--- config.mk ---
export PLATFORM = sky130hd
export DESIGN_NAME = interrupt_tx
export DESIGN_NICKNAME = d
export VERILOG_FILES = /design/src/coproc_pkg.sv /design/src/interrupt_tx.sv
export SDC_FILE = /design/constraint.sdc
export NUM_CORES = 1
export LEC_CHECK = 0
export ABC_AREA = 1
export ABC_CLOCK_PERIOD_IN_PS = 1960
export BUFFER_PORTS_ARGS = -buffer_cell sky130_fd_sc_hd__clkbuf_2
export CORE_AREA = 2 2 43 45
export DETAILED_ROUTE_END_ITERATION = 10
export DIE_AREA = 0 0 45 47
export GPL_TIMING_DRIVEN = 0
export PLACE_DENSITY_LB_ADDON = 0.08
export SYNTH_ARGS = -nofsm -noshare
export SYNTH_HDL_FRONTEND = slang
export SYNTH_SLANG_ARGS = --single-unit
--- constraint.sdc ---
create_clock -name i_clk -period 1.96 [get_ports i_clk]
set_input_delay 0.098 -clock i_clk [delete_from_list [all_inputs] [get_ports i_clk]]
set_output_delay 0.098 -clock i_clk [all_outputs]
set_load 0.02 [all_outputs]
--- src/coproc_pkg.sv ---
// Shared widths and encodings; a slot holds one field element and the header fits in one element
package coproc_pkg;

  localparam int FE_BITS        = 16;
  localparam int SLOT_ADDR_BITS = 8;
  localparam int INST_ADDR_BITS = 8;
  localparam int INST_BITS      = 28;

  typedef logic [FE_BITS-1:0]        fe_t;
  typedef logic [SLOT_ADDR_BITS-1:0] slot_addr_t;
  typedef logic [INST_ADDR_BITS-1:0] inst_addr_t;
  typedef logic [INST_BITS-1:0]      inst_t;

  // Instruction word is {opcode, a, b, c}
  localparam int OP_BITS    = 4;
  localparam int FIELD_BITS = 8;
  localparam int OP_LSB     = 24;
  localparam int A_LSB      = 16;
  localparam int B_LSB      = 8;
  localparam int C_LSB      = 0;

  // Interrupt header word {tag, count}
  localparam int HDR_TAG_LSB = 8;
  localparam int HDR_CNT_LSB = 0;

  // Unlisted codes decode as NOOP_WAIT
  typedef enum logic [OP_BITS-1:0] {
    NOOP_WAIT      = 4'd0,
    COPY_REG       = 4'd1,
    ADD_ELEMENT    = 4'd2,
    SUB_ELEMENT    = 4'd3,
    MUL_ELEMENT    = 4'd4,
    SEND_INTERRUPT = 4'd5
  } opcode_e;

  typedef enum logic [1:0] {
    ALU_ADD,
    ALU_SUB,
    ALU_MUL
  } alu_op_e;

  typedef enum logic [2:0] {
    S_IDLE,
    S_FETCH,     // Waiting for the instruction word
    S_RD_A,
    S_RD_B,
    S_ALU,
    S_HDR,       // Offering the interrupt header
    S_SEND_RD,
    S_SEND_OUT
  } seq_state_e;

endpackage

--- src/interrupt_tx.sv ---
// Single word buffer where the source may offer a word only while o_full is low
module interrupt_tx
  import coproc_pkg::*;
(
  input  logic i_clk,
  input  logic i_rst,
  input  logic i_val,
  input  fe_t  i_dat,
  input  logic i_sop,
  input  logic i_eop,
  output logic o_full,
  output logic o_tx_val,
  output fe_t  o_tx_dat,
  output logic o_tx_sop,
  output logic o_tx_eop,
  input  logic i_tx_rdy
);

  // Register frees up in the same cycle it is accepted
  assign o_full = o_tx_val && !i_tx_rdy;

  always_ff @(posedge i_clk) begin
    if (i_rst) begin
      o_tx_val <= 1'b0;
      o_tx_sop <= 1'b0;
      o_tx_eop <= 1'b0;
    end else if (i_val && !o_full) begin
      o_tx_val <= 1'b1;
      o_tx_sop <= i_sop;
      o_tx_eop <= i_eop;
    end else if (i_tx_rdy) begin
      o_tx_val <= 1'b0;
      o_tx_sop <= 1'b0;
      o_tx_eop <= 1'b0;
    end
  end

  always_ff @(posedge i_clk) begin
    if (i_val && !o_full) begin
      o_tx_dat <= i_dat;  // Held stable until taken
    end
  end

endmodule

==> impl_metrics.yaml <==
synthesis:
  avgSynthCellArea_um2: 18.20
  ys_warn_count: 0
  ys_types: 7
  synth_nets: 55
  synth_seq_area_share_pct: 90.00
  synth_seq_cells: 19
  synthCells: 33
  synth_area_um2: 600.6
power_and_ir_drop:
  total_leakage_power_nw: 0.4737
  design_power_total_w: 0.0007755
  ir_worst_vdd_v: 0.0004100
  power_density_mw_per_mm2: 755.9
critical_path:
  worstSetupEndpoint: "o_tx_dat[15]$_DFFE_PP_"
  arrival_ns: 1.41
  r2r_setup_slack_ns: 0.47
  cp_max_fo: 16
  cp.required_ns: 1.89
  reg2reg_to: "o_tx_dat[15]$_DFFE_PP_"
  r2r_cells: 3
  critPathKind: "flip-flop to flip-flop"
  cp-startpoint: "o_tx_val$_SDFFE_PP0P_"
  crit_path_end_kind: "flip-flop"
  reg2reg_from: "o_tx_val$_SDFFE_PP0P_"
  start_kind: "flip-flop"
routing:
  drtPass1Iterations: 2
  ant_nets: 0
  finalWirelength_um: 1154
  vias: 473
  viasPerCell: 4.223
  drc: 0
  drtIter0Drc: 1
  wire_per_inst_um: 10.30
final_layout:
  syn2layout_area_growth_pct: 70.83
  n_antenna_cell: 0
  drive_gt1_share_pct: 47.37
  finalNetCount: 118
  design_area_mm2: 0.001026
sta:
  hold_violations: 0
  slew_viol_final: 0
  rsz0062_at_grt: "false"
  slew_headroom_pct: 50.03
  timing.final.crit_share_pct: 75.85
  setup_violations: 0
  period_needed_ns: 1.487
  skew_ns: 0.001028
  setup_tns_ns: 0
  fmax_mhz: 672.7
  tightest_slew_ns: 0.7488
clock_tree:
  htree_num_levels: 1
  postCtsSetupBuffers: 0
  cts.sinks: 19
  clk_path_buf_depth: 2
  clock_latency_ns: 0.28
  cts_tree: "yes"
  cts_buffers: 3
  clk_pin_slew_worst_paths_ns: 0.10
  cts-root-buf: "clkbuf_4"
job:
  drv_cap: 0
floorplan:
  start_util_pct: 36.36
  rows: 15
  die_w_um: 45
  die_y_um: 47
  dieArea_mm2: 0.002115
  core_mm2: 0.001652
  ioPinCount: 42
place:
  dpl-instance-area_um2: 827.0
  port_buffers: 41
  place.gp.congestion: 0.6774
global_route:
  grt_overflow: 0
  grt_antenna_before_repair: 0
  grt_max_degree: 17
  grt_pass1_vias: 404
  grt_pass1_wl_um: 1711
  grt_use_total_pct: 11.71
outcome:
  outcome: "complete, no violations"
min_path:
  worstHoldPathType: "input pin to flip-flop"
[stage by stage]
| stage | util [%] | cells | hold slack, ns | setup slack (ns) |
|---|---|---|---|---|
| after CTS | 61.97 | 112 | 0.03959 | 0.05258 |
| after global routing | 62.12 | 112 | 0.04505 | 0.3268 |
| after global placement | 50.08 | 91 | 0.2759 | 0.1153 |
| after floorplan | - | 33 | 0.1671 | 0.2228 |
| final | 62.12 | 112 | 0.04956 | 0.4734 |
| after detailed placement | 50.08 | 91 | 0.2766 | 0.06507 |
[how the worst min path moves through the flow]
stage,start,endpoint,slack (ns),depth (start not counted)
floorplan,i_rst,o_tx_eop$_SDFFE_PP0P_,0.17,1
global placement,i_dat[14],o_tx_dat[14]$_DFFE_PP_,0.28,1
detailed placement,i_dat[13],o_tx_dat[13]$_DFFE_PP_,0.28,1
CTS,i_sop,o_tx_sop$_SDFFE_PP0P_,0.04,3
global route,i_eop,o_tx_eop$_SDFFE_PP0P_,0.05,3
finish,i_sop,o_tx_sop$_SDFFE_PP0P_,0.05,3
[layout make-up]
cell class              instances  area (um2)
well taps                      17       21.27
clock buffers                   4       26.28
fillers                       143       625.6
flip-flops and latches         19       540.5
repair buffers                 58       375.4
multi-input cells              10       47.55
inverters                       4       15.01
[logic make-up (layout without fill, tap and decap cells)]
| group | after synthesis | count (layout) | synth area share [%] |
|---|---|---|---|
| AOI/OAI and AO/OA | 4 | 4 | 3.333 |
| buffers and inverters | 4 | 66 | 2.499 |
| and+or+nand+nor | 6 | 6 | 4.166 |
| DFF | 19 | 19 | 90.00 |
[registers in the layout, indices dropped and copies added (netlist names)]
register and flops:
o_tx_val 1, o_tx_sop 1, o_tx_dat 16, o_tx_eop 1
[metal layers]
| metal | vias up | routed length, um | track usage, % |
|---|---|---|---|
| li1 | 243 | - | - |
| met1 | 207 | 467 | 14.46 |
| met2 | 23 | 603 | 20.00 |
| met3 | 0 | 83 | 3.462 |
| met4 | 0 | 0 | 3.529 |
| met5 | - | 0 | 0 |
[worst max-delay path, cell delays in order (launching register included)]
cell and delay, ns:
dfxtp_1 0.34, nand2_1 0.13, inv_1 0.08, nor2_2 0.58
[layout by cell type (no fill, tap or decap)]
cell,instances
clkbuf_2,41
dlygate4sd3_1,17
edfxtp_1,16
inv_1,4
a21oi_1,4
nand2_1,3
clkbuf_4,3
dfxtp_1,3
nand3_1,2
nor2_2,1
clkbuf_1,1
[power breakdown]
group          switching [W]  internal, W  total [W]  leakage, nW
Sequential        0.00000634     0.000465   0.000471        0.180
Combinational      0.0000609    0.0000548   0.000116        0.279
Clock               0.000110    0.0000789   0.000189       0.0150
[Yosys cell counts]
master | number | area share [%]
a21oi_1 | 4 | 3.3
dfxtp_1 | 3 | 10
edfxtp_1 | 16 | 80
inv_1 | 4 | 2.5
nand2_1 | 3 | 1.9
nand3_1 | 2 | 1.7
nor2_1 | 1 | 0.62
[repair_timing]
item	in CTS	in global routing
setup endpoints to repair	0	16
hold endpoints to repair	19	0
hold buffers	17	0
resized for setup	0	1
(Power assumes the default switching activity.)
