[config.mk]
export PLATFORM = sky130hd
export DESIGN_NAME = inst_sequencer
export DESIGN_NICKNAME = d
export VERILOG_FILES = /design/src/coproc_pkg.sv /design/src/inst_sequencer.sv
export SDC_FILE = /design/constraint.sdc
export NUM_CORES = 1
export LEC_CHECK = 0
export BUFFER_PORTS_ARGS = -buffer_cell sky130_fd_sc_hd__buf_2
export CAP_MARGIN = 20
export CORE_UTILIZATION = 45
export DETAILED_ROUTE_END_ITERATION = 10
export PLACE_DENSITY = 0.71
export SLEW_MARGIN = 0
export SYNTH_ARGS = -nofsm -noshare
export SYNTH_HDL_FRONTEND = slang
export SYNTH_SLANG_ARGS = --single-unit
[constraint.sdc]
create_clock -name i_clk -period 9.35 [get_ports i_clk]
set_input_delay 0.935 -clock i_clk [delete_from_list [all_inputs] [get_ports i_clk]]
set_output_delay 0.935 -clock i_clk [all_outputs]
set_load 0.02 [all_outputs]
[src/coproc_pkg.sv]
// Shared widths and encodings; a slot holds one field element and the header fits in one element
package coproc_pkg;

  localparam int FE_BITS        = 16;
  localparam int SLOT_ADDR_BITS = 8;
  localparam int INST_ADDR_BITS = 8;
  localparam int INST_BITS      = 28;

  typedef logic [FE_BITS-1:0]        fe_t;
  typedef logic [SLOT_ADDR_BITS-1:0] slot_addr_t;
  typedef logic [INST_ADDR_BITS-1:0] inst_addr_t;
  typedef logic [INST_BITS-1:0]      inst_t;

  // Instruction word is {opcode, a, b, c}
  localparam int OP_BITS    = 4;
  localparam int FIELD_BITS = 8;
  localparam int OP_LSB     = 24;
  localparam int A_LSB      = 16;
  localparam int B_LSB      = 8;
  localparam int C_LSB      = 0;

  // Interrupt header word {tag, count}
  localparam int HDR_TAG_LSB = 8;
  localparam int HDR_CNT_LSB = 0;

  // Unlisted codes decode as NOOP_WAIT
  typedef enum logic [OP_BITS-1:0] {
    NOOP_WAIT      = 4'd0,
    COPY_REG       = 4'd1,
    ADD_ELEMENT    = 4'd2,
    SUB_ELEMENT    = 4'd3,
    MUL_ELEMENT    = 4'd4,
    SEND_INTERRUPT = 4'd5
  } opcode_e;

  typedef enum logic [1:0] {
    ALU_ADD,
    ALU_SUB,
    ALU_MUL
  } alu_op_e;

  typedef enum logic [2:0] {
    S_IDLE,
    S_FETCH,     // Waiting for the instruction word
    S_RD_A,
    S_RD_B,
    S_ALU,
    S_HDR,       // Offering the interrupt header
    S_SEND_RD,
    S_SEND_OUT
  } seq_state_e;

endpackage

[src/inst_sequencer.sv]
// One instruction in flight, i_start is only taken in idle and interrupt words wait for i_tx_full low
module inst_sequencer
  import coproc_pkg::*;
(
  input  logic       i_clk,
  input  logic       i_rst,
  input  logic       i_start,
  input  inst_addr_t i_start_pt,
  output logic       o_busy,
  output logic       o_fetch_req,
  output logic       o_jump,
  output inst_addr_t o_jump_pt,
  input  logic       i_inst_val,
  input  inst_t      i_inst,
  output logic       o_rd_en,
  output slot_addr_t o_rd_addr,
  input  logic       i_rd_val,
  input  fe_t        i_rd_dat,
  output logic       o_wr_en,
  output slot_addr_t o_wr_addr,
  output fe_t        o_wr_dat,
  output logic       o_alu_go,
  output alu_op_e    o_alu_op,
  output fe_t        o_alu_a,
  output fe_t        o_alu_b,
  input  logic       i_alu_done,
  input  fe_t        i_alu_res,
  output logic       o_word_val,
  output fe_t        o_word,
  output logic       o_word_sop,
  output logic       o_word_eop,
  input  logic       i_tx_full
);

  seq_state_e            state;
  inst_t                 inst_q;
  opcode_e               new_op, cur_op;
  slot_addr_t            fld_b, fld_c;
  fe_t                   hdr, word_q;
  slot_addr_t            send_ptr;
  logic [FIELD_BITS-1:0] send_cnt;  // Slots still to send

  assign new_op = opcode_e'(i_inst[OP_LSB +: OP_BITS]);
  assign cur_op = opcode_e'(inst_q[OP_LSB +: OP_BITS]);
  assign fld_b  = inst_q[B_LSB +: FIELD_BITS];
  assign fld_c  = inst_q[C_LSB +: FIELD_BITS];

  always_comb begin
    hdr = '0;
    hdr[HDR_TAG_LSB +: FIELD_BITS] = fld_b;
    hdr[HDR_CNT_LSB +: FIELD_BITS] = fld_c;
  end

  assign o_busy     = (state != S_IDLE);
  assign o_word_val = (state == S_HDR || state == S_SEND_OUT) && !i_tx_full;
  assign o_word     = (state == S_HDR) ? hdr : word_q;
  assign o_word_sop = (state == S_HDR);
  assign o_word_eop = (state == S_HDR) ? (fld_c == '0) : (send_cnt == 1);

  // Current instruction is finished, ask for the one after it
  task automatic next_inst();
    o_fetch_req <= 1'b1;
    o_jump      <= 1'b0;
    state       <= S_FETCH;
  endtask

  always_ff @(posedge i_clk) begin
    if (i_rst) begin
      state       <= S_IDLE;
      o_fetch_req <= 1'b0;
      o_jump      <= 1'b0;
      o_rd_en     <= 1'b0;
      o_wr_en     <= 1'b0;
      o_alu_go    <= 1'b0;
      send_cnt    <= '0;
      send_ptr    <= '0;
    end else begin
      o_fetch_req <= 1'b0;
      o_rd_en     <= 1'b0;
      o_wr_en     <= 1'b0;
      o_alu_go    <= 1'b0;
      case (state)
        S_IDLE: begin
          if (i_start) begin
            o_fetch_req <= 1'b1;
            o_jump      <= 1'b1;
            o_jump_pt   <= i_start_pt;
            state       <= S_FETCH;
          end
        end
        S_FETCH: begin
          if (i_inst_val) begin
            inst_q    <= i_inst;
            o_rd_addr <= i_inst[A_LSB +: FIELD_BITS];
            send_ptr  <= i_inst[A_LSB +: FIELD_BITS];
            send_cnt  <= i_inst[C_LSB +: FIELD_BITS];
            case (new_op)
              COPY_REG, ADD_ELEMENT, SUB_ELEMENT, MUL_ELEMENT: begin
                o_rd_en <= 1'b1;
                state   <= S_RD_A;
              end
              SEND_INTERRUPT: state <= S_HDR;
              default: state <= S_IDLE;  // NOOP_WAIT halts until next start
            endcase
          end
        end
        S_RD_A: begin
          if (i_rd_val) begin
            o_alu_a <= i_rd_dat;
            if (cur_op == COPY_REG) begin
              o_wr_en   <= 1'b1;
              o_wr_addr <= fld_b;
              o_wr_dat  <= i_rd_dat;
              next_inst();
            end else begin
              o_rd_en   <= 1'b1;
              o_rd_addr <= fld_b;
              state     <= S_RD_B;
            end
          end
        end
        S_RD_B: begin
          if (i_rd_val) begin
            o_alu_go <= 1'b1;
            o_alu_b  <= i_rd_dat;
            o_alu_op <= (cur_op == ADD_ELEMENT) ? ALU_ADD :
                        (cur_op == SUB_ELEMENT) ? ALU_SUB : ALU_MUL;
            state    <= S_ALU;
          end
        end
        S_ALU: begin
          if (i_alu_done) begin
            o_wr_en   <= 1'b1;
            o_wr_addr <= fld_c;
            o_wr_dat  <= i_alu_res;
            next_inst();
          end
        end
        S_HDR: begin
          if (o_word_val) begin
            if (send_cnt == '0) begin
              next_inst();
            end else begin
              o_rd_en   <= 1'b1;
              o_rd_addr <= send_ptr;
              state     <= S_SEND_RD;
            end
          end
        end
        S_SEND_RD: begin
          if (i_rd_val) begin
            word_q   <= i_rd_dat;
            send_ptr <= send_ptr + 1'b1;
            state    <= S_SEND_OUT;
          end
        end
        S_SEND_OUT: begin
          if (o_word_val) begin
            send_cnt <= send_cnt - 1'b1;
            if (send_cnt == 1) begin
              next_inst();
            end else begin
              o_rd_en   <= 1'b1;
              o_rd_addr <= send_ptr;
              state     <= S_SEND_RD;
            end
          end
        end
        default: state <= S_IDLE;
      endcase
    end
  end

endmodule

==> summary.txt <==
Outcome
  • Status: finished, violations left
  • Violated checks: design-rule violations

Floorplan
  • Die area: 13,300 µm²
  • I/O pin count: 174
  • Chip Height: 115 µm
  • Core Area: 12,600 µm²
  • Row cnt: 41
  • Die extent in x: 115 µm
  • Starting Density: 46.0%

Timing
  • Crit share post-route: 36.3%
  • Final min period: 3.40 ns
  • Max transition margin: 39.3%
  • Final setup fails: 0
  • Clk_skew: 0.00534 ns
  • Final hold vios: 0
  • Max Freq: 294 MHz
  • Max-slew violations: 0
  • Final setup TNS: 0 ns
  • Actual slew at the worst max-slew pin: 0.910 ns
  • RSZ-0062 raised after global routing: no
  • Hold slack: 0.506 ns

Synthesis
  • Count of cell types in the netlist: 54
  • Syn nets: 521
  • Mapped Cells: 442
  • Synth Warn #: 0
  • Syn avg cell area: 13.1 µm²
  • Most common cell in the netlist: edfxtp_1
  • Seq cells post-synth: 134
  • Main area contributors after synthesis: edfxtp_1 57%, dfxtp_1 8.3%, mux2_2 6.4%, nand2_1 3.0%, o21ai_0 2.2%
  • Post-synth top area cell: edfxtp_1
  • Sequential share of the synthesized area: 65.4%
  • Post-Synthesis Cell Area: 5780 µm²
  • Synth top area share: 57.1%
  • Synth async-reset ratio: 0%
  • EDFF count, synth: 110
  • Synth Flop Type: edfxtp_1
  • Post-synth top cells: 110 x edfxtp_1, 46 x nand2_1, 33 x mux2_2

Setup path
  • CP Capture Type: output pin
  • CP Data Required Time: 8.42 ns
  • Crit-path max FO: 22
  • Crit path DAT: 2.46 ns
  • R2R setup slack: 6.78 ns
  • CP cell instances: inv_1 -> nand3_2 -> inv_2 -> mux2_1 -> buf_2
  • Buf/Inv on CP: 3
  • R2R depth: 4
  • RR Endpoint: o_rd_addr[7]
  • Top Family by Delay on Critical Path: flip-flops
  • CP startpoint kind: flip-flop
  • Crit Path Class: flip-flop to output pin
  • Worst r2r src: state[1]
  • Slowest Stage Delay on Critical Path: 0.77 ns
  • Crit-path slowest cell: dfxtp_1

Clock network
  • # clock sinks: 134
  • Cells resized by post-CTS repair: 0
  • Clock Path Buffers: 2
  • CTS Hold Buffers Added: 0
  • Clk Latency, worst-skew pair: 0.42 ns
  • CTS H-tree lvls: 4
  • Post-CTS setup buffers: 0
  • CTS root buf: clkbuf_16
  • Clk slew on worst S/H paths: 0.06 ns
  • CTS buffer count: 17
  • CTS tree: done

Finish
  • Layout Nets: 698
  • Fin util: 58.9%
  • Fillcell total: 988
  • Share of cells above drive strength 1: 40.7%
  • Diodes inserted: 0
  • Register Area: 3780 µm²
  • Post-Layout Inst Area: 7410 µm²
  • P&R area growth vs syn: 28.0%
  • Area of the multi-input gates: 1890 µm²

Drt
  • Routed Antenna Nets: 0
  • Drt drc: 4
  • Routed WL per cell: 17.9 µm
  • Routed WL: 14,400 µm
  • Total number of vias: 4,308
  • 1st-iter DRT viols: 326
  • Drt pass-1 iters: 8
  • Via density: 5.36

Global route
  • Initial antenna violation count: 0
  • GRT Overall Usage: 22.6%
  • First-pass GRT wire length: 21,900 µm
  • Vias in the first global route: 4,143
  • Largest net degree at the start of global routing: 43
  • Grt ovf: 0

Pwr
  • Pleak: 2.86 nW
  • Cell Pwr Density: 187 nW/µm²
  • Peak VDD IR: 0.104 mV

Worst hold path
  • Worst Hold Launch: send_cnt[7]
  • Hold path cells: 2
  • Hold endpoint: send_cnt[7]
  • Hold Crit Class: flip-flop to flip-flop

Placed design
  • Port Buf Inserts: 173
  • GPL Wtd Cong: 0.892
  • HPWL after DPL: 10,100 µm
  • Post-DP Area: 6850 µm²

Run
  • Number of max-cap violations: 0
-- where the power goes --
part / switching, W / internal [W] / leakage, nW
clock: 0.000257 / 0.000365 / 0.257
combinational: 0.0000583 / 0.0000400 / 1.42
sequential: 0.00000942 / 0.000658 / 1.19
total: 0.000325 / 0.00106 / 2.86
-- cell type report --
cell class / count / area share, %
Clock inverter: 15 / 1.79
Clock buffer: 17 / 5.74
Timing Repair Buffer: 181 / 12.5
Tap cell: 172 / 2.91
Sequential cell: 134 / 51.1
Inverter: 8 / 0.405
Multi-Input combinational cell: 277 / 25.6
-- logic make-up (layout without fill, tap and decap cells) --
group	count (synthesis)	after routing	synth area share (%)
compound gates	86	86	9.17
fa+ha+maj	4	4	0.865
buf+inv	31	221	2.31
flops	134	134	65.4
mux	53	53	10.1
simple gates	134	134	12.2
-- flip-flops by register name (all words and copies together), names as in the netlist --
register,count
state,3
o_wr_dat,16
o_alu_op,2
o_alu_go,1
o_jump_pt,8
send_cnt,8
o_jump,1
o_rd_en,1
inst_q,20
o_rd_addr,8
word_q,16
o_wr_en,1
o_fetch_req,1
o_alu_b,16
send_ptr,8
o_wr_addr,8
o_alu_a,16
-- how the worst max path moves through the flow --
stage	startpoint	to	slack, ns	depth (start not counted)
detailed placement	state[1]	o_word[7]	6.43	5
global placement	state[1]	o_word[7]	6.49	5
finish	state[1]	o_word[7]	5.95	5
CTS	state[1]	o_word[7]	5.97	5
global route	state[1]	o_word[7]	5.78	5
floorplan	i_rd_val	o_wr_addr[0]	5.98	4
-- layer usage --
metal / global-route usage [%] / up-vias / part of all wire [%]
li1: - / 2038 / -
met1: 28.2 / 2062 / 41
met2: 36.8 / 181 / 49
met3: 5.17 / 27 / 6.9
met4: 11.6 / 0 / 2.8
met5: 0 / - / 0
-- worst reg2reg max path, cell delays in order (launching register included) --
cell and delay [ns]:
dfxtp_1 0.77, nor2b_1 0.30, a32oi_1 0.12, or2_2 0.28
a21oi_1 0.73
-- metrics by stage --
| step | instances | setup WS (ns) | power, W |
|---|---|---|---|
| floorplan | 442 | 5.98 | 0.000735 |
| global placement | 772 | 6.49 | 0.000773 |
| detailed placement | 772 | 6.43 | 0.000777 |
| CTS | 804 | 5.97 | 0.00140 |
| global route | 804 | 5.78 | 0.00143 |
| finish | 804 | 5.95 | 0.00139 |
-- layout by cell type, fill, tap and decap left out, types with 2 or more instances in the layout --
cell type,netlist,layout
and3_1,5,5
nor2b_1,2,2
mux2_2,33,33
and2_0,2,2
nor3_1,13,10
edfxtp_1,110,110
o21ai_1,7,7
nor3b_1,5,4
inv_6,0,2
dfxtp_1,24,24
clkbuf_16,0,17
nor2_1,18,18
a31oi_1,4,4
inv_1,7,7
a311oi_1,4,4
nand2b_1,7,7
nand3b_1,2,2
clkinv_4,0,4
nand3_1,7,7
ha_1,4,4
nor4_1,8,7
a211oi_1,4,4
o21a_1,5,5
mux2_1,9,9
a32oi_1,2,2
a21o_1,4,4
and2_1,4,4
mux2i_1,11,11
nand4_1,4,4
nand2_1,46,46
o21ai_0,25,25
clkinv_1,0,2
clkinvlp_4,0,5
nor3_2,0,3
buf_4,2,8
buf_2,8,173
a21oi_1,22,22
Note: power is estimated with default switching activity, not from simulation.
