[src/coproc_pkg.sv]
// Shared widths and encodings; a slot holds one field element and the header fits in one element
package coproc_pkg;

  localparam int FE_BITS        = 16;
  localparam int SLOT_ADDR_BITS = 8;
  localparam int INST_ADDR_BITS = 8;
  localparam int INST_BITS      = 28;

  typedef logic [FE_BITS-1:0]        fe_t;
  typedef logic [SLOT_ADDR_BITS-1:0] slot_addr_t;
  typedef logic [INST_ADDR_BITS-1:0] inst_addr_t;
  typedef logic [INST_BITS-1:0]      inst_t;

  // Instruction word is {opcode, a, b, c}
  localparam int OP_BITS    = 4;
  localparam int FIELD_BITS = 8;
  localparam int OP_LSB     = 24;
  localparam int A_LSB      = 16;
  localparam int B_LSB      = 8;
  localparam int C_LSB      = 0;

  // Interrupt header word {tag, count}
  localparam int HDR_TAG_LSB = 8;
  localparam int HDR_CNT_LSB = 0;

  // Unlisted codes decode as NOOP_WAIT
  typedef enum logic [OP_BITS-1:0] {
    NOOP_WAIT      = 4'd0,
    COPY_REG       = 4'd1,
    ADD_ELEMENT    = 4'd2,
    SUB_ELEMENT    = 4'd3,
    MUL_ELEMENT    = 4'd4,
    SEND_INTERRUPT = 4'd5
  } opcode_e;

  typedef enum logic [1:0] {
    ALU_ADD,
    ALU_SUB,
    ALU_MUL
  } alu_op_e;

  typedef enum logic [2:0] {
    S_IDLE,
    S_FETCH,     // Waiting for the instruction word
    S_RD_A,
    S_RD_B,
    S_ALU,
    S_HDR,       // Offering the interrupt header
    S_SEND_RD,
    S_SEND_OUT
  } seq_state_e;

endpackage

[src/fe_alu.sv]
// P must be odd and below 2**FE_BITS and operands must already be reduced below P
module fe_alu
  import coproc_pkg::*;
#(
  parameter int unsigned P = 65521
)(
  input  logic    i_clk,
  input  logic    i_rst,
  input  logic    i_go,
  input  alu_op_e i_op,
  input  fe_t     i_a,
  input  fe_t     i_b,
  output logic    o_done,
  output fe_t     o_res
);

  localparam int CNT_BITS = $clog2(FE_BITS+1);
  localparam fe_t P_FE = fe_t'(P);
  localparam logic [FE_BITS:0] P_EXT = {1'b0, P_FE};

  logic                mul_busy;
  logic [CNT_BITS-1:0] cnt;
  fe_t                 a_q, b_q, acc;
  logic [FE_BITS:0]    add_sum, mul_sum;
  fe_t                 mul_dbl, mul_next;

  // One conditional subtraction for an input below 2P
  function automatic fe_t mod_red(input logic [FE_BITS:0] x);
    logic [FE_BITS:0] y;
    y = x - P_EXT;
    return (x >= P_EXT) ? y[FE_BITS-1:0] : x[FE_BITS-1:0];
  endfunction

  always_comb begin
    add_sum  = {1'b0, i_a} + {1'b0, i_b};
    mul_dbl  = mod_red({acc, 1'b0});
    mul_sum  = {1'b0, mul_dbl} + (b_q[FE_BITS-1] ? {1'b0, a_q} : '0); // MSB first
    mul_next = mod_red(mul_sum);
  end

  always_ff @(posedge i_clk) begin
    if (i_rst) begin
      o_done   <= 1'b0;
      mul_busy <= 1'b0;
      cnt      <= '0;
    end else begin
      o_done <= 1'b0;
      if (i_go) begin
        if (i_op == ALU_MUL) begin
          mul_busy <= 1'b1;
          cnt      <= CNT_BITS'(FE_BITS);
        end else begin
          o_done <= 1'b1;
        end
      end else if (mul_busy) begin
        cnt <= cnt - 1'b1;
        if (cnt == 1) begin
          mul_busy <= 1'b0;
          o_done   <= 1'b1;
        end
      end
    end
  end

  always_ff @(posedge i_clk) begin
    if (i_go) begin
      a_q <= i_a;
      b_q <= i_b;
      acc <= '0;
      if (i_op == ALU_ADD) begin
        o_res <= mod_red(add_sum);
      end else if (i_op == ALU_SUB) begin
        o_res <= (i_a >= i_b) ? i_a - i_b : i_a - i_b + P_FE; // Wraps back into range
      end
    end else if (mul_busy) begin
      acc <= mul_next;
      b_q <= b_q << 1;
      if (cnt == 1) begin
        o_res <= mul_next;
      end
    end
  end

endmodule

[config.mk]
export PLATFORM = sky130hd
export DESIGN_NAME = fe_alu
export DESIGN_NICKNAME = d
export VERILOG_FILES = /design/src/coproc_pkg.sv /design/src/fe_alu.sv
export SDC_FILE = /design/constraint.sdc
export NUM_CORES = 1
export LEC_CHECK = 0
export ABC_AREA = 1
export BUFFER_PORTS_ARGS = -buffer_cell sky130_fd_sc_hd__buf_4
export CAP_MARGIN = 20
export CORE_MARGIN = 10
export CORE_UTILIZATION = 65
export CTS_BUF_LIST = sky130_fd_sc_hd__clkbuf_8
export DETAILED_ROUTE_END_ITERATION = 8
export MAX_ROUTING_LAYER = met4
export PLACE_DENSITY = 0.85
export SLEW_MARGIN = 20
export SYNTH_ARGS = -nofsm -noshare
export SYNTH_HDL_FRONTEND = slang
export SYNTH_SLANG_ARGS = --single-unit
[constraint.sdc]
create_clock -name i_clk -period 7.6 [get_ports i_clk]
set_input_delay 0.38 -clock i_clk [delete_from_list [all_inputs] [get_ports i_clk]]
set_output_delay 0.38 -clock i_clk [all_outputs]
set_load 0.1 [all_outputs]
==> results of run 1 <==
-- area by class of cell --
| class | instances | share of cell area (%) |
|---|---|---|
| Clock buffer | 10 | 1.64 |
| Clock inverter | 6 | 0.791 |
| Inverter | 176 | 7.88 |
| Multi-Input combinational cell | 961 | 59.7 |
| Sequential cell | 71 | 22.7 |
| Tap cell | 143 | 2.13 |
| Timing Repair Buffer | 57 | 5.11 |
-- worst max-delay path, delay by kind of cell (launching register included) --
kind	cells	cell delay, ns
AOI/OAI and AO/OA	3	0.70
xor gates and xnor gates	1	0.14
adders and majority gates	2	0.60
buffers and inverters	2	0.12
DFF	1	0.35
and+or+nand+nor	20	2.84
-- placed cells by master (no fill, tap or decap), types with 5 or more instances in the layout --
master	Yosys	layout
nand2_1	431	431
inv_1	165	166
nand3_1	119	119
nor2_1	95	95
buf_4	3	57
ha_1	56	56
a21oi_1	51	51
edfxtp_1	48	48
o21ai_0	45	44
nand4_1	35	35
xor2_1	31	31
dfxtp_1	23	23
nor3_1	16	16
o21ai_1	14	15
xnor2_1	12	12
clkbuf_8	0	10
nand2_2	9	9
inv_2	8	8
nor2_2	5	5
nand3_2	5	5
-- report_power, final --
part	switching [mW]	internal, mW	leakage [nW]
clock	0.155	0.162	0.109
combinational	0.409	0.171	3.56
sequential	0.0128	0.446	0.657
total	0.577	0.780	4.33
-- kinds of logic (layout without fill, tap and decap cells) --
family                   count (synthesis)  in the layout  synth area share (%)
buffers and inverters                  208            249                  10.8
adder cells (fa/ha/maj)                 59             59                  9.82
AO/OA/AOI/OAI                          125            125                  8.72
AND/OR/NAND/NOR                        733            733                  41.0
flip-flops                              71             71                  24.6
XOR/XNOR                                44             44                  5.07
-- stage by stage --
step | instances | cell area (µm²) | setup slack, ns | utilization (%)
after floorplan | 1240 | 7740 | 3.55 | -
after global placement | 1408 | 8180 | 2.85 | 70.7
after detailed placement | 1408 | 8180 | 2.76 | 70.7
after CTS | 1424 | 8380 | 2.72 | 72.5
after global routing | 1424 | 8380 | 2.12 | 72.5
final | 1424 | 8380 | 2.57 | 72.5
-- state kept, by name (all words and copies together), names as in the netlist --
signal and flops:
acc 16, o_done 1, mul_busy 1, b_q 16, cnt 5, o_res 16, a_q 16
-- worst paths after layout --
path         startpoint         to  slack [ns]  cells past startpoint
max              acc[0]  o_res[11]        2.57                     28
max reg2reg      acc[0]  o_res[11]        2.57                     28
min reg2reg     acc[14]    acc[14]        0.46                      2
min              i_a[6]     a_q[6]        0.21                      1
-- layer usage --
metal | up-vias | GRT usage, % | part of all wire, %
li1 | 4065 | - | -
met1 | 3600 | 31.7 | 40
met2 | 364 | 47.9 | 49
met3 | 75 | 3.43 | 6.4
met4 | 0 | 12.4 | 4.1
met5 | - | - | 0
==> flow_results.org, run 1 <==
** Floorplanning
- The die is approximately 130 µm tall.
- From left edge to right edge, the die measures 129 µm.
- The die covers 0.0167 mm².
- Placeable Area :: 0.0116 mm²
- I/O pins :: 54
- The initialized floorplan defines 39 standard-cell rows.
- Initial core utilization :: 67.0%

** Timing
- Worst Hold Slack :: approximately 0.21 ns
- For this run, the top clock speed supported by timing is ~200 MHz.
- Setup violations remaining at the end of the flow were counted as 0.
- Slew Limit Headroom :: 39.4%
- Adding up every negative setup slack in the final design gives 0 ns.
- The count of endpoints failing hold in the final timing report was 0.
- Post-route fraction of the period consumed by the critical path :: ~66%
- Clock skew after layout :: around 0.018 ns
- The max-slew violation count is 0.
- Setup repair after global routing missed its margin :: no
- For the pin with the worst max-slew slack, the measured transition is between 0.9 and 1 ns.
- Min Tclk post-route :: 5.03 ns

** Routing
- Detailed-route DRC error count :: 0
- The routed design has approximately 23 mm of wire.
- Drt initial violations :: just under 900
- First-pass iteration count of the detailed router :: 6
- In this run the remaining antenna-violating nets after routing total 0.
- Dividing the detail-routed via count by the number of cells gives ~5.7.
- Routed WL per cell :: between 15 and 20 µm
- Vias post-DR :: between 8,000 and 9,000

** Synth
- Leading cell types by count after synthesis :: 431 x nand2_1, 165 x inv_1, 119 x nand3_1
- nand2_1 is the most common cell in the netlist.
- In the synthesized netlist, the number of instances is roughly 1,200.
- Of all cell types, the one taking the most synthesized area is nand2_1.
- Number of distinct library cells after synthesis :: 46
- Register area share after synthesis :: between 20 and 25%
- Leading post-synthesis cells by cell area :: nand2_1 21%, edfxtp_1 19%, ha_1 9.0%
- The synthesized design contains 71 register bits.
- In the synthesized netlist the async set-or-reset flop fraction comes to 0%.
- Syn Std Cell Area :: 0.00774 mm²
- Average instance area after synthesis :: 6.25 µm²
- When the netlist entered floorplanning its net count stood at ~1,300.
- The share of synthesized area in the top cell type comes to 20.9%.
- Number of enable-type register cells in the synthesized netlist :: 48
- Predominant post-synthesis flop cell :: edfxtp_1
- Yosys warnings :: 0

** Power and ir drop
- Peak ir drop on the vdd network :: between 100 and 150 µV
- In this run the static leakage power is 4.33 nW.
- Overall Power :: 1.36 mW
- PwrDens :: about 160 mW/mm²

** Layout
- Register Area :: approximately 0.0019 mm²
- Summing all multi-input logic gate instances after layout gives between 0.005 and 0.006 mm².
- The layout has 1,043 filler cells.
- Area growth syn-to-layout :: 8.21%
- The post-route netlist has ~8.7% of its cells at a drive strength greater than 1.
- Nets@finish :: between 1,000 and 1,500
- The number of antenna diodes in the final layout is 0.

** Hold path
- The tightest min-delay check is of the primary input to flop type.

** GRT
- Grt ovf :: 0
- All-layer global routing usage :: 27.8%
- Wire length of the first global-routing pass :: around 36 mm
- Via count of the first global-routing pass :: roughly 7,600
- The initial antenna violation count came to 0.
- Entering global routing, the biggest net connects 52 pins.

** Critical path
- Data on the critical path arrives at its endpoint at between 5 and 6 ns.
- The worst setup path is captured at a flop.
- Counting stages on the worst path, the most repeated cell is nand2_1.
- The critical path in this run is classified as flop to flop.
- Nature of the critical path startpoint :: flop
- Along the worst path, the maximum fanout reaches 17.
- The slowest stage of the critical path belongs to the cell ha_1.
- Largest stage delay on the critical path :: 0.39 ns
- STA puts the critical path data required time at 7.72 ns.

** Clocking
- After clock tree synthesis, the clock-pin slew on the worst setup and hold paths is roughly 0.090 ns.
- CTS buffer count :: 9
- Gates resized during post-CTS repair numbered 0.
- The H-tree generated during clock tree synthesis spans 3 levels.
- Total of hold buffers inserted after clock tree synthesis :: 0
- Maximum clock path buffer count :: 2
- Number of sinks on the clock net :: 71
- TritonCTS built the clock tree.
- Clock latency reported for the late side of the worst-skew pair :: roughly 0.37 ns
- # Post-CTS Setup Buffers :: 0
- CTS Root Cell :: clkbuf_8

** Placement
- After legalization and detailed placement, the total HPWL measured around 18 mm.
- # port buffers :: 53
- Routability cong. :: ~1.1

** Flow run
- Max capacitance violation total :: 0

** Status
- The run finished with clean final reports.
(Power assumes the default switching activity.)
==> inputs of run 2 (changes only) <==
--- a/config.mk
+++ b/config.mk
@@ -5,15 +5,15 @@
 export SDC_FILE = /design/constraint.sdc
 export NUM_CORES = 1
 export LEC_CHECK = 0
-export ABC_AREA = 1
+export ABC_AREA = 0
 export BUFFER_PORTS_ARGS = -buffer_cell sky130_fd_sc_hd__buf_4
 export CAP_MARGIN = 20
 export CORE_MARGIN = 10
-export CORE_UTILIZATION = 65
+export CORE_UTILIZATION = 57
 export CTS_BUF_LIST = sky130_fd_sc_hd__clkbuf_8
 export DETAILED_ROUTE_END_ITERATION = 8
 export MAX_ROUTING_LAYER = met4
-export PLACE_DENSITY = 0.85
+export PLACE_DENSITY = 0.79
 export SLEW_MARGIN = 20
 export SYNTH_ARGS = -nofsm -noshare
 export SYNTH_HDL_FRONTEND = slang
==> constraint.sdc (replaced) <==
create_clock -name i_clk -period 4.3 [get_ports i_clk]
set_input_delay 0.215 -clock i_clk [delete_from_list [all_inputs] [get_ports i_clk]]
set_output_delay 0.215 -clock i_clk [all_outputs]
set_load 0.1 [all_outputs]
==> run 2 against run 1 <==
The flow now finishes with violations (negative setup slack). Final area rose by 11%. Global-route usage fell by 0.97 points. Sequential share of layout area fell by 2.1 points. Total power rose by 110%. Sequential power rose by 78%. Routed wire length rose by 3.6%. Critical endpoint is now o_res[6].
==> flow_results.org, run 2 <==
** Timing
- The total of endpoints with negative setup slack in the final report is 32 (was 0).
- The final critical-path share of the clock period was 111% (was 66.1%).
- Fmax :: 210 MHz (was 199 MHz)
- Setup repair after global routing missed its margin: yes (was no).
- Clock skew after layout :: 0.0193 ns (was 0.0177 ns)
- Max Transition Viols Final :: 0 (unchanged)
- The final worst slack is -0.473 ns (was 2.57 ns).
- Min Tclk post-route :: 4.77 ns (was 5.03 ns)
- The slew at the pin closest to its max-slew limit came to 0.891 ns (was 0.905 ns).
- The count of endpoints failing hold in the final timing report was 0 (unchanged).
- Slew Limit Headroom :: 40.5% (was 39.4%)

** Critical path
- The reg-to-reg endpoint is o_res[6] (was o_res[11]).
- The cell occurring most often along the worst timing path was nand4_1 (was nand2_1).
- The required time of the critical path is 4.42 ns (was 7.72 ns).
- Kind of critical path :: flop to flop (unchanged)
- The signal on the critical path passes through and3_4 > nand4_1 > nor4_4 > a21o_1 > o31a_1 > nand3_4 > nor2_4 > xor2_1 > ha_1 > a21o_1 > a311o_1 > a21oi_2 > buf_4 > nand4_1 > nand4b_1 > nand4_1 > o31ai_4 > buf_6 > buf_12 > nand3b_1 > xnor2_2 > a2bb2oi_1.
- The biggest fanout along the worst timing path came to 6 (was 17).
- Worst R2R Start :: acc[9] (was acc[0])
- The element type at the critical path end was a flop (unchanged).
- The setup slack of the worst register-to-register path came to -0.47 ns (was 2.57 ns).
- Largest stage delay on the critical path :: 0.34 ns (was 0.39 ns)
- Standard cell with the maximum stage delay on the critical path :: o31ai_4 (was ha_1)
- The critical path launch point type is a flop (unchanged).
- The data arrival time at the worst-slack endpoint came to 4.89 ns (was 5.14 ns).
- Cells on worst reg2reg path :: 22 (was 28)

** Routing
- Vias post-DR :: 7,086 (was 8,104)
- First-pass iteration count of the detailed router :: 5 (was 6)
- Detailed-route wire length :: 23.5 mm (was 22.7 mm)
- The count of nets left with antenna violations after detail routing is 0 (unchanged).
- Detailed-route DRC error count :: 0 (unchanged)
- Ratio of routed vias to standard cells :: 6.14 (was 5.69)
- Drt initial violations :: 837 (was 886)
- Routed WL per cell :: 20.4 µm (was 15.9 µm)

** Placement
- The placed instance count is 1,120 (was 1,408).
- # port buffers :: 53 (unchanged)
- The total half-perimeter wirelength after legalization and detailed placement was 18.2 mm (was 18.4 mm).
- The final estimated routing congestion in global placement was 1.01 (was 1.09).

** GRT
- The largest net degree at the start of global routing came to 38 (was 52).
- The overall track demand over capacity in global routing is 26.8% (was 27.8%).
- Number of antenna violations at the first check in global routing :: 0 (unchanged)
- The remaining global-route overflow is 0 (unchanged).
- Via count of the first global-routing pass :: 6,997 (was 7,583)
- Wire length of the first global-routing pass :: 36.6 mm (was 36.3 mm)

** Synth
- The prevailing post-synth register cell was edfxtp_1 (unchanged).
- The count of flip-flops with a built-in enable after synthesis is 48 (unchanged).
- The synthesized net count was 918 (was 1,336).
- The synthesized instance count was 822 (was 1,240).
- Syn Std Cell Area :: 0.00712 mm² (was 0.00774 mm²)
- Area share of the largest cell type after synthesis :: 20.2% (was 20.9%)
- Yosys warnings :: 0 (unchanged)
- Leading area contributor after synthesis :: edfxtp_1 (was nand2_1)
- Leading post-synthesis cells by cell area :: edfxtp_1 20%, ha_1 9.8%, dfxtp_1 6.5% (was nand2_1 21%, edfxtp_1 19%, ha_1 9.0%)
- Leading cell types by count after synthesis: 77 x nor2_1, 56 x ha_1, 51 x a21oi_1 (was 431 x nand2_1, 165 x inv_1, 119 x nand3_1).
- Average instance area after synthesis :: 8.66 µm² (was 6.25 µm²)
- The flip-flop and latch count after synthesis is 71 (unchanged).
- The sequential-to-total area share from yosys stat is 26.7% (was 24.6%).
- The number of distinct standard cells referenced by the synthesized netlist was 98 (was 46).
- Ys async rst share :: 0% (unchanged)
- Leading cell type by number of instances after synthesis :: nor2_1 (was nand2_1)

** Hold path
- The launch instance of the worst min-delay path is i_a[12] (was i_a[6]).
- Type of the most critical hold path :: primary input to flop (unchanged)
- The count of cells along the worst hold path was 1 (unchanged).
- The worst-case hold path end point was a_q[12] (was a_q[6]).

** Clocking
- The insertion delay to the later sink of the worst-skew pair is 0.39 ns (was 0.37 ns).
- The cell at the root of the clock tree is clkbuf_8 (unchanged).
- The clock transition time at the flip-flop clock pins of the worst setup and hold paths was 0.09 ns (about the same).
- The largest buffer count on any clock path came to 2 (unchanged).
- CTS tree :: yes (unchanged)
- The number of clock sinks was 71 (unchanged).
- Total of hold buffers inserted after clock tree synthesis :: 0 (unchanged)
- CTS buffer count :: 9 (unchanged)
- The CTS H-tree depth was 3 (unchanged).

** Layout
- The most common library cell in the layout ignoring fill and taps is buf_4 (was nand2_1).
- Fraction of final layout cells sized beyond drive strength 1 :: 32.4% (was 8.67%)
- Nets@finish :: 1,077 (was 1,372)
- Commonest cells after routing, fill and taps aside: 174 x buf_4, 74 x nor2_1, 50 x ha_1, 48 x edfxtp_1, 45 x a21oi_1 (was 431 x nand2_1, 166 x inv_1, 119 x nand3_1, 95 x nor2_1, 57 x buf_4).
- The post-layout utilization of the core is 76.6% (was 72.5%).
- Antenna cells :: 0 (unchanged)
- The count of non-filler cells in the finished layout is 1,154 (was 1,424).
- The area overhead of the layout relative to synthesis came to 30.3% (was 8.21%).

** Power and ir drop
- The leakage power total is 3.99 nW (was 4.33 nW).
- The total power divided by cell area came to 301 mW/mm² (was 162 mW/mm²).
- The worst voltage drop across the vdd grid came to 256 µV (was 114 µV).

** Floorplanning
- The boundary pin count is 54 (unchanged).
- Initial core utilization :: 58.8% (was 67.0%)
- Core Rows :: 40 (was 39)
- The floorplan die height came to 132 µm (was 129 µm).
- Horizontal extent of the die :: 132 µm (was 129 µm)
- The die area came to 0.0174 mm² (was 0.0167 mm²).
- Placeable Area :: 0.0121 mm² (was 0.0116 mm²)

** Status
- Outcome :: complete, but fails checks (was finished clean)
- Violated checks :: negative setup slack

** Flow run
- The number of violations of the max-capacitance limit is 0 (unchanged).
## run 2: cell count changes after synthesis, moves of 18 or more
cell     change
nand4_1     -24
xnor2_1     +36
and2_1      +21
nand2_1    -390
inv_1      -119
nand3_1     -86
nor2_1      -18
## run 2: kinds of logic after synthesis
logic type               Yosys count  synth area share, %
XOR/XNOR                          78                 9.79
buffers and inverters             85                 5.52
adder cells (fa/ha/maj)           59                 10.7
flip-flops                        71                 26.7
AO/OA/AOI/OAI                    214                 21.8
multiplexers                      33                 4.92
AND/OR/NAND/NOR                  282                 20.6
## run 2: report_power, final
| group | total [mW] | leakage [nW] | switching (mW) | internal, mW |
|---|---|---|---|---|
| combinational | 1.36 | 3.22 | 0.803 | 0.552 |
| sequential | 0.819 | 0.656 | 0.0236 | 0.796 |
| clock | 0.622 | 0.116 | 0.282 | 0.340 |
## run 2: through the flow
stage / hold slack [ns] / instance area (µm²) / setup TNS [ns] / worst slack (ns) / power, mW
global route: 0.0185 / 9280 / -16.09 / -0.643 / 2.93
floorplan: 0.284 / 7260 / -2.89 / -0.224 / 1.64
finish: 0.0170 / 9280 / -9.49 / -0.473 / 2.80
CTS: 0.00776 / 9040 / -5.14 / -0.280 / 2.73
detailed placement: 0.418 / 8510 / -11.33 / -0.548 / 2.06
global placement: 0.416 / 8510 / -6.60 / -0.422 / 2.03
## run 2: per-layer routing
layer	GRT usage [%]	up-vias	part of all wire, %
met2	40.6	308	45
met4	11.1	0	3.5
li1	-	3339	-
met1	34.2	3368	44
met5	-	-	0
met3	5.41	71	7.4
## run 2: final cells by class
class,instances,area [µm²]
fillers,890,2830
multi-input cells,666,5320
inverters,49,184
clock buffers,10,138
repair buffers,184,1440
clock inverters,6,83.8
flip-flops and latches,71,1910
well taps,168,210
## run 2: worst max path at each step
| stage | end | startpoint | cells after the start |
|---|---|---|---|
| CTS | o_res[14] | acc[1] | 23 |
| finish | o_res[6] | acc[9] | 22 |
| global placement | o_res[2] | acc[0] | 22 |
| global route | o_res[8] | acc[9] | 21 |
| detailed placement | o_res[2] | acc[0] | 23 |
| floorplan | o_res[10] | acc[7] | 21 |
## run 2: repair_timing
action	4_1_cts	5_1_grt
pin swaps	27	32
cloned	1	0
endpoints found under the setup margin	32	32
setup buffers	11	11
resized for setup	48	38
## run 2: worst max-delay path, delay by kind of cell (launching register included)
family / cells / cell delay [ns]
simple gates: 9 / 1.53
flops: 1 / 0.33
compound gates: 7 / 1.56
xor+xnor: 2 / 0.40
fa+ha+maj: 1 / 0.28
buf+inv: 3 / 0.42
==> inputs of run 3 (changes only) <==
--- a/config.mk
+++ b/config.mk
@@ -18,3 +18,4 @@
 export SYNTH_ARGS = -nofsm -noshare
 export SYNTH_HDL_FRONTEND = slang
 export SYNTH_SLANG_ARGS = --single-unit
+export TNS_END_PERCENT = 5
==> run 3 against run 2 <==
The run still ends with negative setup slack left. Sequential power barely moved. Clock power fell by 11%. Register-to-register slack improved by 0.07 ns. Clock skew fell by 0.0063 ns. Die area did not move. Critical path depth fell by 1. Via count rose by 0.52%. Sequential share of layout area rose by 0.77 points. First-iteration DRC count rose by 9.7%. Fmax rose by 1.5%. Critical path type unchanged. Largest cell class unchanged.
==> flow_results.org, run 3 (same netlist as run 2, synthesis figures left out) <==
** Power and ir drop
- PwrDens :: 297 mW/mm² (was 301 mW/mm²)
- The leakage power total is 3.86 nW (was 3.99 nW).
- The post-layout total power was 2.66 mW (was 2.80 mW).
- Peak ir drop on the vdd network :: 160 µV (was 256 µV)

** GRT
- The number of global-route vias before repair was 6,824 (was 6,997).
- Number of antenna violations at the first check in global routing :: 1 (was 0)
- The wire length of the first global-routing pass came to 36.3 mm (was 36.6 mm).
- The overall track demand over capacity in global routing came to 26.6% (was 26.8%).
- Pin count of the biggest net entering global routing :: 37 (was 38)
- The remaining global-route overflow was 0 (unchanged).

** Timing
- Minimum setup slack in the final design :: -0.400 ns (was -0.473 ns)
- The worst setup skew after layout was 0.0130 ns (was 0.0193 ns).
- The final period demand of the worst path is 4.70 ns (was 4.77 ns).
- Setup repair after global routing missed its margin :: yes (unchanged)
- The max-slew violation count is 0 (unchanged).
- The total of endpoints with negative setup slack in the final report came to 32 (unchanged).
- The final critical-path share of the clock period is 109% (was 111%).
- The slew at the pin closest to its max-slew limit came to 0.867 ns (was 0.891 ns).
- Slew Limit Headroom :: 42.0% (was 40.5%)
- Final hold violation count :: 0 (unchanged)
- Fmax :: 213 MHz (was 210 MHz)

** Layout
- Commonest cells after routing, fill and taps aside :: 173 x buf_4, 75 x nor2_1, 53 x ha_1, 48 x edfxtp_1, 47 x a21oi_1 (was 174 x buf_4, 74 x nor2_1, 50 x ha_1, 48 x edfxtp_1, 45 x a21oi_1)
- Antenna cells :: 0 (unchanged)
- The post-route cell area was 0.00894 mm² (was 0.00928 mm²).
- Most common cell after layout, fill and taps aside :: buf_4 (unchanged)
- Nets@finish :: 1,068 (was 1,077)
- The area overhead of the layout relative to synthesis is 25.5% (was 30.3%).
- Post-route core utilization :: 73.8% (was 76.6%)
- Fraction of final layout cells sized beyond drive strength 1 :: 29.6% (was 32.4%)

** Status
- Violated checks: negative setup slack (unchanged).
- Outcome :: complete, but fails checks (unchanged)

** Clocking
- The clock transition time at the flip-flop clock pins of the worst setup and hold paths is 0.09 ns (about the same).
- The cell at the root of the clock tree is clkbuf_8 (unchanged).
- Maximum clock path buffer count :: 2 (unchanged)
- Total of hold buffers inserted after clock tree synthesis :: 0 (unchanged)
- The number of buffers created by CTS is 9 (unchanged).
- Clock latency reported for the late side of the worst-skew pair :: 0.38 ns (was 0.39 ns)
- Number of sinks on the clock net :: 71 (unchanged)
- CTS tree :: yes (unchanged)
- The CTS H-tree depth was 3 (unchanged).

** Critical path
- Critical path cell sequence :: and3_4 > nand4_1 > nor4_4 > a21o_1 > o31a_1 > nand3_2 > nor2_2 > xor2_1 > ha_1 > a21o_1 > a311o_1 > a21oi_2 > buf_4 > nand4_1 > nand4b_1 > nand4_1 > o31ai_4 > buf_6 > nand4_1 > nand3_2 > a32oi_2 (was and3_4 > nand4_1 > nor4_4 > a21o_1 > o31a_1 > nand3_4 > nor2_4 > xor2_1 > ha_1 > a21o_1 > a311o_1 > a21oi_2 > buf_4 > nand4_1 > nand4b_1 > nand4_1 > o31ai_4 > buf_6 > buf_12 > nand3b_1 > xnor2_2 > a2bb2oi_1)
- The worst-path cell with the longest stage delay was o31ai_4 (unchanged).
- Cells on worst reg2reg path :: 21 (was 22)
- Critical Path Sink Type :: flop (unchanged)
- The worst setup path category is flop to flop (unchanged).
- Data required, critical path :: 4.39 ns (was 4.42 ns)
- Nature of the critical path startpoint :: flop (unchanged)
- Arr. time, crit path :: 4.79 ns (was 4.89 ns)
- The launch point of the worst reg-to-reg path was acc[8] (was acc[9]).
- The cell occurring most often along the worst timing path is nand4_1 (unchanged).
- Flop-to-flop setup slack :: -0.40 ns (was -0.47 ns)
- Largest stage delay on the critical path :: 0.35 ns (was 0.34 ns)
- Reg-to-reg critical path endpoint :: o_res[8] (was o_res[6])
- The biggest fanout along the worst timing path came to 5 (was 6).

** Floorplanning
- Placeable Area :: 0.0121 mm² (unchanged)
- The effective utilization at floorplan is 58.8% (unchanged).
- I/O pins :: 54 (unchanged)
- The width of the die is 132 µm (unchanged).
- Y dimension of the die :: 132 µm (unchanged)
- Die footprint :: 0.0174 mm² (unchanged)
- The total number of placement rows was 40 (unchanged).

** Routing
- Drt initial violations :: 918 (was 837)
- The vias after detailed routing is 7,123 (was 7,086).
- Detailed-route DRC error count :: 0 (unchanged)
- Detailed-route wire length :: 23.2 mm (was 23.5 mm)
- The first-pass iteration count of the detailed router came to 5 (unchanged).
- The wire length per cell was 20.3 µm (was 20.4 µm).
- Ratio of routed vias to standard cells :: 6.22 (was 6.14)
- Antenna Violating Nets Remaining :: 0 (unchanged)

** Placement
- Routability cong. :: 1.02 (was 1.01)
- The total half-perimeter wirelength after legalization and detailed placement was 18.1 mm (was 18.2 mm).
- The instance area at placement is 0.00841 mm² (was 0.00851 mm²).
- # port buffers :: 53 (unchanged)

** Flow run
- The number of violations of the max-capacitance limit came to 0 (unchanged).

** Hold path
- Worst hold path endpoint :: a_q[11] (was a_q[12])
- Type of the most critical hold path :: primary input to flop (unchanged)
- The launch instance of the worst min-delay path was i_a[11] (was i_a[12]).
- The count of cells along the worst hold path came to 1 (unchanged).
==> run 3: cell types whose count changed in the layout (fill, tap and decap cells not counted), moves of 3 or more <==
cell      change
a211oi_1      +4
buf_6         -6
a211oi_2      -4
xnor2_1       +3
ha_1          +3
==> run 3: per-stage QoR <==
stage | std cells | hold slack [ns] | setup TNS, ns | setup slack (ns)
after floorplan | 822 | 0.284 | -3.09 | -0.225
after global placement | 1113 | 0.415 | -7.45 | -0.433
after detailed placement | 1113 | 0.420 | -12.95 | -0.589
after CTS | 1144 | 0.0182 | -3.43 | -0.232
after global routing | 1145 | 0.0189 | -16.90 | -0.706
final | 1145 | 0.0286 | -7.73 | -0.400
==> run 3: report_power, final <==
group	internal, mW	switching, mW
registers	0.796	0.0253
clock network	0.265	0.287
logic	0.513	0.769
==> run 3: layer usage <==
layer	global-route usage, %	vias to the layer above	routed length [µm]
li1	-	3321	-
met4	9.15	0	634
met1	35.0	3374	10000
met5	-	-	0
met2	40.2	374	10500
met3	5.14	54	2050
==> run 3: how the worst max path moves through the flow <==
stage | startpoint | end | slack, ns | depth (start not counted)
2_1_floorplan | acc[7] | o_res[3] | -0.22 | 21
6_report | acc[8] | o_res[8] | -0.40 | 21
5_1_grt | acc[8] | acc[14] | -0.71 | 21
3_3_place_gp | acc[0] | o_res[8] | -0.43 | 21
3_5_place_dp | acc[8] | o_res[8] | -0.59 | 19
4_1_cts | acc[0] | o_res[14] | -0.23 | 23
==> run 3: what timing repair did <==
action                     in CTS  in global routing
pin swaps                      32                 17
gates resized for setup        38                 13
setup endpoints to repair      32                 32
setup buffers                  14                  1
gates cloned                    1                  0
==> run 3: cell type report <==
cell class	count	area [µm²]
clock buffers	9	124
clock inverters	7	66.3
fillers	951	3170
inverters	49	184
multi-input cells	666	5130
flip-flops and latches	71	1910
well taps	168	210
repair buffers	175	1320
==> run 3: critical path, delay by kind of cell, from the launching register on <==
kind                       cells  cell delay, ns
and+or+nand+nor               10            1.73
adders and majority gates      1            0.29
xor gates and xnor gates       1            0.16
AOI/OAI and AO/OA              7            1.55
DFF                            1            0.34
buffers and inverters          2            0.33
